<file path="src/include/mem_bridge_params.svh">
`ifndef MEM_BRIDGE_PARAMS_SVH
`define MEM_BRIDGE_PARAMS_SVH

// Core and AXI bus widths
`define BUS_W 32
`define STRB_W 4

// Data memory word address
`define DMEM_ADDR_W 13

// Address map
`define AXI_BASE 32'h8000_0000
`define IMEM_BASE 32'h2000_0000
`define IMEM_LIMIT 32'h4000_0000
`define DMEM_BASE 32'h0000_0000

`endif

</file>
<file path="src/hdl/mem_bridge_pkg.sv">
package mem_bridge_pkg;

    // Where a captured request is sent
    typedef enum logic [1:0] {
        TGT_DMEM,
        TGT_IMEM,
        TGT_AXI
    } target_t;

    typedef enum logic [2:0] {
        AXI_IDLE,
        AXI_RD_ADDR,
        AXI_RD_DATA,
        AXI_WR_BOTH,
        AXI_WR_ADDR,
        AXI_WR_DATA
    } axi_state_t;

    // Data memory has one cycle of read latency
    typedef enum logic {
        BRAM_IDLE,
        BRAM_RD_WAIT
    } bram_state_t;

endpackage

</file>
<file path="src/hdl/bridge_req_if.sv">
`timescale 1ns/1ps

`include "mem_bridge_params.svh"

interface bridge_req_if;
    import mem_bridge_pkg::*;

    // One cycle pulse, the fields below stay stable until the next request
    logic start;
    target_t target;
    logic is_write;
    logic [`BUS_W-1:0] addr;
    logic [`BUS_W-1:0] wdata;
    logic [`STRB_W-1:0] wmask;

    modport source (
        output start,
        output target,
        output is_write,
        output addr,
        output wdata,
        output wmask
    );

    modport sink (
        input start,
        input target,
        input is_write,
        input addr,
        input wdata,
        input wmask
    );

endinterface

</file>
<file path="src/hdl/req_decoder.sv">
`timescale 1ns/1ps

`include "mem_bridge_params.svh"

module req_decoder (
    input  logic clk_g,
    input  logic rst_g,
    input  logic rd_valid_in,
    input  logic [`BUS_W-1:0] rd_addr,
    input  logic [`BUS_W-1:0] wr_addr,
    input  logic [`BUS_W-1:0] wr_data,
    input  logic [`STRB_W-1:0] wr_mask,
    input  logic ports_busy,
    output logic ready,
    bridge_req_if.source req
);
    import mem_bridge_pkg::*;

    logic accept;
    logic [`BUS_W-1:0] sel_addr;
    logic [`BUS_W-1:0] local_addr;
    target_t sel_target;

    assign accept = ready && (rd_valid_in || (wr_mask != '0));

    // Reads win over a write in the same cycle
    assign sel_addr = rd_valid_in ? rd_addr : wr_addr;

    always_comb begin
        if (sel_addr >= `AXI_BASE) begin
            sel_target = TGT_AXI;
            local_addr = sel_addr - `AXI_BASE;
        end else if (!rd_valid_in && (sel_addr >= `IMEM_BASE) && (sel_addr < `IMEM_LIMIT)) begin
            sel_target = TGT_IMEM;
            local_addr = (sel_addr - `IMEM_BASE) >> 2;
        end else begin
            // Instruction memory is write only, so reads fall through to data memory
            sel_target = TGT_DMEM;
            local_addr = (sel_addr - `DMEM_BASE) >> 2;
        end
    end

    always_ff @(posedge clk_g) begin
        if (rst_g) begin
            req.start <= 1'b0;
            req.target <= TGT_DMEM;
            req.is_write <= 1'b0;
        end else begin
            req.start <= accept;
            if (accept) begin
                req.target <= sel_target;
                req.is_write <= !rd_valid_in;
            end
        end
    end

    always_ff @(posedge clk_g) begin
        if (accept) begin
            req.addr <= local_addr;
            req.wdata <= wr_data;
            req.wmask <= wr_mask;
        end
    end

    // Low from the captured cycle until a port stage finishes
    assign ready = !req.start && !ports_busy;

endmodule

</file>
<file path="src/hdl/bram_port.sv">
`timescale 1ns/1ps

`include "mem_bridge_params.svh"

module bram_port (
    input  logic clk_g,
    input  logic rst_g,
    bridge_req_if.sink req,
    input  logic [`BUS_W-1:0] dmem_dout,
    output logic [`DMEM_ADDR_W-1:0] dmem_addr,
    output logic [`BUS_W-1:0] dmem_din,
    output logic dmem_en,
    output logic [`STRB_W-1:0] dmem_we,
    output logic [`BUS_W-1:0] imem_addr,
    output logic [`BUS_W-1:0] imem_din,
    output logic imem_en,
    output logic [`STRB_W-1:0] imem_we,
    output logic bram_rd_valid,
    output logic busy
);
    import mem_bridge_pkg::*;

    bram_state_t state;
    logic dmem_hit;
    logic imem_hit;

    assign dmem_hit = req.start && (req.target == TGT_DMEM);
    assign imem_hit = req.start && (req.target == TGT_IMEM);

    // Both memories see the captured word index and data
    assign dmem_addr = req.addr[`DMEM_ADDR_W-1:0];
    assign dmem_din = req.wdata;
    assign imem_addr = req.addr;
    assign imem_din = req.wdata;

    assign dmem_en = dmem_hit;
    assign dmem_we = (dmem_hit && req.is_write) ? req.wmask : '0;
    assign imem_en = imem_hit;
    assign imem_we = (imem_hit && req.is_write) ? req.wmask : '0;

    always_ff @(posedge clk_g) begin
        if (rst_g) begin
            state <= BRAM_IDLE;
        end else begin
            case (state)
                BRAM_IDLE: begin
                    if (dmem_hit && !req.is_write)
                        state <= BRAM_RD_WAIT;
                end
                default: state <= BRAM_IDLE;
            endcase
        end
    end

    // dmem_dout is valid in the wait cycle
    assign bram_rd_valid = (state == BRAM_RD_WAIT);
    assign busy = (state == BRAM_RD_WAIT);

endmodule

</file>
<file path="src/hdl/axi_lite_master.sv">
`timescale 1ns/1ps

`include "mem_bridge_params.svh"

module axi_lite_master (
    input  logic clk_g,
    input  logic rst_g,
    bridge_req_if.sink req,
    output logic [`BUS_W-1:0] araddr,
    output logic arvalid,
    input  logic arready,
    input  logic [`BUS_W-1:0] rdata,
    input  logic rvalid,
    output logic rready,
    output logic [`BUS_W-1:0] awaddr,
    output logic awvalid,
    input  logic awready,
    output logic [`BUS_W-1:0] wdata,
    output logic [`STRB_W-1:0] wstrb,
    output logic wvalid,
    input  logic wready,
    // Write responses are accepted and dropped
    input  logic bvalid,
    output logic bready,
    output logic axi_rd_valid,
    output logic busy
);
    import mem_bridge_pkg::*;

    axi_state_t state;
    axi_state_t state_nxt;

    always_comb begin
        state_nxt = state;
        case (state)
            AXI_IDLE: begin
                if (req.start && (req.target == TGT_AXI))
                    state_nxt = req.is_write ? AXI_WR_BOTH : AXI_RD_ADDR;
            end
            AXI_RD_ADDR: begin
                if (arready)
                    state_nxt = AXI_RD_DATA;
            end
            AXI_RD_DATA: begin
                if (rvalid)
                    state_nxt = AXI_IDLE;
            end
            AXI_WR_BOTH: begin
                // Slaves may take address and data in either order
                if (awready && wready)
                    state_nxt = AXI_IDLE;
                else if (awready)
                    state_nxt = AXI_WR_DATA;
                else if (wready)
                    state_nxt = AXI_WR_ADDR;
            end
            AXI_WR_ADDR: begin
                if (awready)
                    state_nxt = AXI_IDLE;
            end
            AXI_WR_DATA: begin
                if (wready)
                    state_nxt = AXI_IDLE;
            end
            default: state_nxt = AXI_IDLE;
        endcase
    end

    always_ff @(posedge clk_g) begin
        if (rst_g)
            state <= AXI_IDLE;
        else
            state <= state_nxt;
    end

    // Valids come straight from the state, so they hold until accepted
    assign arvalid = (state == AXI_RD_ADDR);
    assign rready = (state == AXI_RD_DATA);
    assign awvalid = (state == AXI_WR_BOTH) || (state == AXI_WR_ADDR);
    assign wvalid = (state == AXI_WR_BOTH) || (state == AXI_WR_DATA);

    assign araddr = req.addr;
    assign awaddr = req.addr;
    assign wdata = req.wdata;
    assign wstrb = wvalid ? req.wmask : '0;

    assign bready = 1'b1;

    assign axi_rd_valid = rready && rvalid;
    assign busy = (state != AXI_IDLE);

endmodule

</file>
<file path="src/hdl/mem_bridge_top.sv">
`timescale 1ns/1ps

`include "mem_bridge_params.svh"

module mem_bridge_top (
    input  logic clk_g,
    input  logic rst_g,
    // Core side
    input  logic rd_valid_in,
    input  logic [`BUS_W-1:0] rd_addr,
    input  logic [`BUS_W-1:0] wr_addr,
    input  logic [`BUS_W-1:0] wr_data,
    input  logic [`STRB_W-1:0] wr_mask,
    output logic ready,
    output logic [`BUS_W-1:0] rd_data,
    output logic rd_valid,
    // Data and instruction memory
    output logic [`DMEM_ADDR_W-1:0] dmem_addr,
    output logic [`BUS_W-1:0] dmem_din,
    input  logic [`BUS_W-1:0] dmem_dout,
    output logic dmem_en,
    output logic [`STRB_W-1:0] dmem_we,
    output logic [`BUS_W-1:0] imem_addr,
    output logic [`BUS_W-1:0] imem_din,
    output logic imem_en,
    output logic [`STRB_W-1:0] imem_we,
    // AXI4-Lite master
    output logic [`BUS_W-1:0] araddr,
    output logic arvalid,
    input  logic arready,
    input  logic [`BUS_W-1:0] rdata,
    input  logic rvalid,
    output logic rready,
    output logic [`BUS_W-1:0] awaddr,
    output logic awvalid,
    input  logic awready,
    output logic [`BUS_W-1:0] wdata,
    output logic [`STRB_W-1:0] wstrb,
    output logic wvalid,
    input  logic wready,
    input  logic bvalid,
    output logic bready
);

    logic ports_busy;
    logic bram_busy;
    logic axi_busy;
    logic bram_rd_valid;
    logic axi_rd_valid;

    bridge_req_if req_bus ();

    req_decoder decoder_i (
        .clk_g(clk_g), .rst_g(rst_g),
        .rd_valid_in(rd_valid_in), .rd_addr(rd_addr),
        .wr_addr(wr_addr), .wr_data(wr_data), .wr_mask(wr_mask),
        .ports_busy(ports_busy), .ready(ready), .req(req_bus.source)
    );

    bram_port bram_i (
        .clk_g(clk_g), .rst_g(rst_g), .req(req_bus.sink), .dmem_dout(dmem_dout),
        .dmem_addr(dmem_addr), .dmem_din(dmem_din), .dmem_en(dmem_en), .dmem_we(dmem_we),
        .imem_addr(imem_addr), .imem_din(imem_din), .imem_en(imem_en), .imem_we(imem_we),
        .bram_rd_valid(bram_rd_valid), .busy(bram_busy)
    );

    axi_lite_master axi_i (
        .clk_g(clk_g), .rst_g(rst_g), .req(req_bus.sink),
        .araddr(araddr), .arvalid(arvalid), .arready(arready),
        .rdata(rdata), .rvalid(rvalid), .rready(rready),
        .awaddr(awaddr), .awvalid(awvalid), .awready(awready),
        .wdata(wdata), .wstrb(wstrb), .wvalid(wvalid), .wready(wready),
        .bvalid(bvalid), .bready(bready),
        .axi_rd_valid(axi_rd_valid), .busy(axi_busy)
    );

    assign ports_busy = bram_busy || axi_busy;

    // Only one access is ever in flight, so the valids never overlap
    assign rd_data = axi_rd_valid ? rdata : dmem_dout;
    assign rd_valid = bram_rd_valid || axi_rd_valid;

endmodule

</file>
<file path="config.mk">
export PLATFORM = sky130hd
export DESIGN_NAME = mem_bridge_top
export DESIGN_NICKNAME = d
export VERILOG_FILES = /design/src/hdl/mem_bridge_pkg.sv /design/src/hdl/bridge_req_if.sv /design/src/hdl/req_decoder.sv /design/src/hdl/bram_port.sv /design/src/hdl/axi_lite_master.sv /design/src/hdl/mem_bridge_top.sv
export VERILOG_INCLUDE_DIRS = /design/src /design/src/include
export SDC_FILE = /design/constraint.sdc
export NUM_CORES = 1
export LEC_CHECK = 0
export BUFFER_PORTS_ARGS = -buffer_cell sky130_fd_sc_hd__buf_4
export CAP_MARGIN = 15
export CORE_AREA = 2 2 166 168
export DETAILED_ROUTE_END_ITERATION = 8
export DIE_AREA = 0 0 168 170
export HOLD_SLACK_MARGIN = 0.06
export PLACE_DENSITY_LB_ADDON = 0.08
export SLEW_MARGIN = 40
export SYNTH_ARGS = -nofsm -noshare
export SYNTH_HDL_FRONTEND = slang
export SYNTH_HIERARCHICAL = 1
export SYNTH_SLANG_ARGS = --single-unit
</file>
<file path="constraint.sdc">
create_clock -name clk_g -period 2.7 [get_ports clk_g]
set_clock_uncertainty 0.15 [all_clocks]
set_input_delay 0.405 -clock clk_g [delete_from_list [all_inputs] [get_ports clk_g]]
set_output_delay 0.405 -clock clk_g [all_outputs]
set_load 0.02 [all_outputs]
</file>
# Word level (Yosys, flattened, before mapping)
# Cells that the tools add are included.
# word_totals
ff_bits	76
in_bits	172
out_inout_bits	258
elab_cells	73
# classes
addsub	2
order_cmp	3
eq_ne	13
n_mux	20
n_reduce_logical	27
# ops
operator	n
32-bit 2-to-1 mux	3
32-bit by 30-bit >= comparator with 1-bit output (second input constant)	1
32-bit >= comparator (second input constant)	1
32-bit by 31-bit less-than comparator with 1-bit output (second input constant)	1
32-bit by 30-bit subtractor with 32-bit output (second input constant)	1
32-bit subtractor (second input constant)	1
30-bit 2-to-1 mux	1
3-bit 2-to-1 mux	8
3-bit one-hot mux with 6 select lines	1
1-bit logical AND	12
4-bit 2-to-1 mux	3
3-bit by 2-bit equality test with 1-bit output (second input constant)	2
3-bit equality test (second input constant)	2
2-bit != test (second input constant)	3
6-bit AND reduction	1
1-bit logical OR	5
1-bit zero test	4
2-bit 2-to-1 mux	2
2-bit by 1-bit != test with 1-bit output (second input constant)	2
4-bit by 3-bit != test with 1-bit output (second input constant)	1
4-bit nonzero test	1
3-bit by 1-bit equality test with 1-bit output (second input constant)	1
3-bit zero test	1
3-bit nonzero test	1
5 further kinds	6

# Longest topological paths before layout
# depth
depth_word	6
depth_mapped	9
depth_no_buf	8

# Cells and area by module
# The synthesis kept the hierarchy.
# modules_own_cells
mod	instances	cells_each	area_each_um2	seq_area_each_um2
req_decoder	1	250	3339.5	2122.0
axi_lite_master	1	140	1039.7	60.1
bram_port	1	128	950.9	20.0
mem_bridge_top	1	38	553.0	0.0

# Worst setup path before layout
# OpenSTA, ideal clock, no wires.
# synth_timing
kind	register to register
from	register axi_i.state[2]
to	register decoder_i.req.target[0]
setup_ps	75
t_arrival_ps	2475
required_time_ps	2475
path_slack_ps	0
stages_incl_launch_ff	7
n_path_buf	0
synth_period_minus_slack_ps	2700
cell_sequence	dfxtp_1 or3_4 or2_2 nor2_1 o21a_4 or2b_1 o22ai_1
# synth_via
elab_chain_len	5
# synth_rtl
element	line_no	text
start, declared	axi_lite_master.sv:30	axi_state_t state;
start signal, assigned	axi_lite_master.sv:73	state <= state_nxt;
3-bit nonzero test	axi_lite_master.sv:90	assign busy = (state != AXI_IDLE);
named net axi_busy	mem_bridge_top.sv:47	logic axi_busy;
1-bit logical OR	mem_bridge_top.sv:77	assign ports_busy = bram_busy || axi_busy;
named net ports_busy	mem_bridge_top.sv:45	logic ports_busy;
1-bit zero test	req_decoder.sv:66	assign ready = !req.start && !ports_busy;
1-bit logical AND	req_decoder.sv:66	
named net ready	mem_bridge_top.sv:14	output logic ready,
1-bit logical AND	req_decoder.sv:24	assign accept = ready && (rd_valid_in || (wr_mask != '0));
named net decoder_i.accept	req_decoder.sv:19	logic accept;
end signal, assigned	req_decoder.sv:51	req.target <= sel_target;
end, declared	bridge_req_if.sv:18	output target,
# The timed path passes the listed nets, and every way through them passes these cells.
# A chain may end at the register's enable or synchronous reset.

# Worst setup path in the final report
# layout_timing
from	register axi_i.state[2]
to	output port rd_data[21]
# layout_via
elab_chain_len	3
# layout_rtl
element	line_no	text
3-bit by 2-bit equality test with 1-bit output	axi_lite_master.sv:78	assign rready = (state == AXI_RD_DATA);
1-bit logical AND	axi_lite_master.sv:89	assign axi_rd_valid = rready && rvalid;
named net axi_rd_valid	mem_bridge_top.sv:49	logic axi_rd_valid;
32-bit 2-to-1 mux	mem_bridge_top.sv:80	assign rd_data = axi_rd_valid ? rdata : dmem_dout;
end, declared	mem_bridge_top.sv:15	output logic [`BUS_W-1:0] rd_data,
# The timed path passes the listed nets, and every way through them passes these cells.

==> impl_metrics.ini <==
[run_status]
status = finished, final reports clean

[power]
combPwrFrac = 0.583
sw_frac_of_total = 0.4504
intPower_uw = 4941
vdd_drop_max_mv = 0.4205
switching_power_uw = 4048
clkPwrFrac = 0.137
leakage_uw = 0.003757
seqPwrFrac = 0.280
powerDensity_nw_per_um2 = 1093

[worst_hold_path]
min_from = wr_data[10]
hp-class = in -> reg

[logic_synthesis]
synthCells = 556
yosysMostFrequentCell = buf_4
syn_area_per_cell_um2 = 10.58
yosys-top-cells-count = 208 x buf_4, 68 x edfxtp_1, 34 x mux2i_1, 31 x nor2b_1, 30 x a211oi_1
synthTopCellsByArea = edfxtp_1 35%, buf_4 27%, mux2_4 7.4%
synthDistinctLibCells = 51
yosys.area.top_type_share = 0.3471
yosysTopAreaCell = edfxtp_1
ys_warn_count = 6
async_reset_ff_frac = 0
yosysSeqAreaShare = 0.3743
ys_ff_latch = 76
syn_area_um2 = 5883
synth-main-ff-cell = edfxtp_1
syn_nets = 730
synth_edf_count = 68

[clock_network]
clock_sinks = 76
cts_htree_levels = 3
numCtsBuffers = 9
cts_resized = 0
root_buffer = clkbuf_16
cts_setup_buffers = 0
cts_tree = built
insertion_delay_ns = 0.34
cts.path.max_buffers = 2
ctsHoldBuffers = 0
path_clk_slew_ns = 0.06

[route]
drt_wl_total_um = 20210
via_per_inst = 4.044
ant_nets = 0
vias = 4529
drt-initial-drc-count = 196
remaining_drc_errors = 0
drt-pass1-iter-count = 4
routedWlPerCell_um = 18.04

[sta]
maxSlewViolCount = 0
hold_violations = 0
slew_headroom = 0.5880
post-route-period-util = 0.9402
min_period_ns = 2.538
tns_ns = 0
finalSetupViolations = 0
fmax_mhz = 393.9
rsz0062_at_grt = no
worst_pin_slew_ns = 0.6180

[finish]
drive_above_1_share = 0.6341
areaGrowthSynthToFinish_pct = 39.83
fin_area_um2 = 8227
final_cells = 1120
final.fill_count = 2759
layout.nets = 949
diodes = 0
post-route-util = 0.3087

[worst_setup_path]
crit_path_max_fanout = 16
worstPathArrival_ns = 1.98
crit_start = axi_i/state[2]
r2r-start = axi_i/state[2]
cp-endpoint = rd_data[21]
path_class = reg -> out
crit_path_end_kind = output port
r2r_end = decoder_i/req.target[0]
rrSetupSlack_ns = 0.42
reg2regPathDepth = 7
cp-start-kind = flop
crit_required_ns = 2.14

[floorplanning]
start_util = 0.2208
rows = 60
die_area_um2 = 28560
die_y_um = 170
boundaryPins = 430
core_um2 = 26650
fp.dieW_um = 168

[place]
dpl_cell_area_um2 = 7911
port_buffers = 427
dpl.cell_count = 1104
place.gp.congestion = 0.8538
place_hpwl_um = 16550

[global_routing]
grt_pass1_vias = 4333
grt_max_degree = 60
antenna_found_initial = 0
grt_pass1_wl_um = 28090
grt.total_usage = 0.1325
overflow = 0

[job]
cap_viol_max_count = 0
[worst min path at each step]
| stage | cells past startpoint | slack (ns) | to |
|---|---|---|---|
| after floorplan | 1 | 0.31 | bram_i/bram_rd_valid |
| after global placement | 1 | 0.38 | bram_i/bram_rd_valid |
| after detailed placement | 1 | 0.36 | bram_i/bram_rd_valid |
| after CTS | 1 | 0.06 | decoder_i/req.wdata[7] |
| after global routing | 1 | 0.06 | decoder_i/req.wdata[11] |
| final | 1 | 0.09 | decoder_i/req.wdata[10] |
[final cells by class]
class,count,area (µm²),share of cell area
tap,341,426.7,0.05186
sequential,76,2202,0.2677
multi-input combinational,245,1949,0.2370
inverter,6,22.52,0.002738
timing repair buffer,437,3336,0.4055
clock buffer,9,225.2,0.02738
clock inverter,6,65.06,0.007909
[layout by cell type (no fill, tap or decap), types with 2 or more instances in the layout]
cell type / synthesis / final
o21ai_0: 3 / 3
nand2b_1: 3 / 3
nor2b_1: 31 / 31
a211oi_1: 30 / 30
ha_1: 2 / 2
a21oi_1: 29 / 29
o21ai_1: 4 / 4
nor3b_1: 2 / 2
and2_1: 5 / 4
buf_12: 3 / 3
nand4_1: 2 / 2
clkinv_2: 0 / 2
clkbuf_16: 0 / 10
edfxtp_1: 68 / 68
dfxtp_1: 8 / 8
mux2i_1: 34 / 34
or2_2: 2 / 2
conb_1: 2 / 2
a31oi_1: 3 / 3
nor3_1: 4 / 4
o22ai_1: 2 / 2
nor4_1: 10 / 10
nand3_1: 7 / 7
mux2_2: 3 / 3
nor2_1: 14 / 14
mux2_4: 29 / 29
nand2_1: 4 / 4
buf_4: 208 / 433
inv_1: 6 / 6
[worst max-delay path, stage by stage, from the launching register on]
cell and delay, ns:
dfxtp_1 0.38, nand2b_1 0.20, nor2_1 0.12, and2_2 0.23, clkbuf_16 0.23, mux2_4 0.32, buf_4 0.16
[cell families after synthesis]
logic type	synth area share
multiplexers	0.1376
AND/OR/NAND/NOR	0.1012
flip-flops	0.3743
buffers and inverters	0.2946
other	0.001277
AO/OA/AOI/OAI	0.08528
XOR/XNOR	0.001489
adder cells (fa/ha/maj)	0.004253
[per-stage QoR]
stage,setup slack [ns],hold slack [ns],total power [µW]
floorplan,0.00003553,0.3130,6773
global placement,0.3252,0.3758,7873
detailed placement,0.3558,0.3608,7859
CTS,0.08248,0.06418,9158
global route,0.01037,0.06253,9450
finish,0.1616,0.08858,8989
[routing by layer]
metal  vias up  global-route usage  share of wire
li1       2190                   -              -
met1      2118              0.1668           0.42
met2       207              0.2280           0.50
met3        14             0.03093          0.065
met4         0             0.03478          0.012
met5         -                   0              0
[power by group through the flow]
stage	Sequential, µW	Clock, µW	Combinational (µW)
3_3_place_gp	2520	0	5350
4_1_cts	2540	1300	5310
5_1_grt	2610	1350	5490
2_1_floorplan	2340	0	4430
3_5_place_dp	2560	0	5300
6_report	2520	1230	5240
[state kept, by name, indices dropped and copies added (netlist names)]
register and cells:
decoder_i/req.wmask 4, decoder_i/req.addr 32, axi_i/state 3, decoder_i/req.wdata 32, bram_i/bram_rd_valid 1, decoder_i/req.is_write 1, decoder_i/req.target 2, decoder_i/req.start 1
Power figures use the tool's default switching activity.
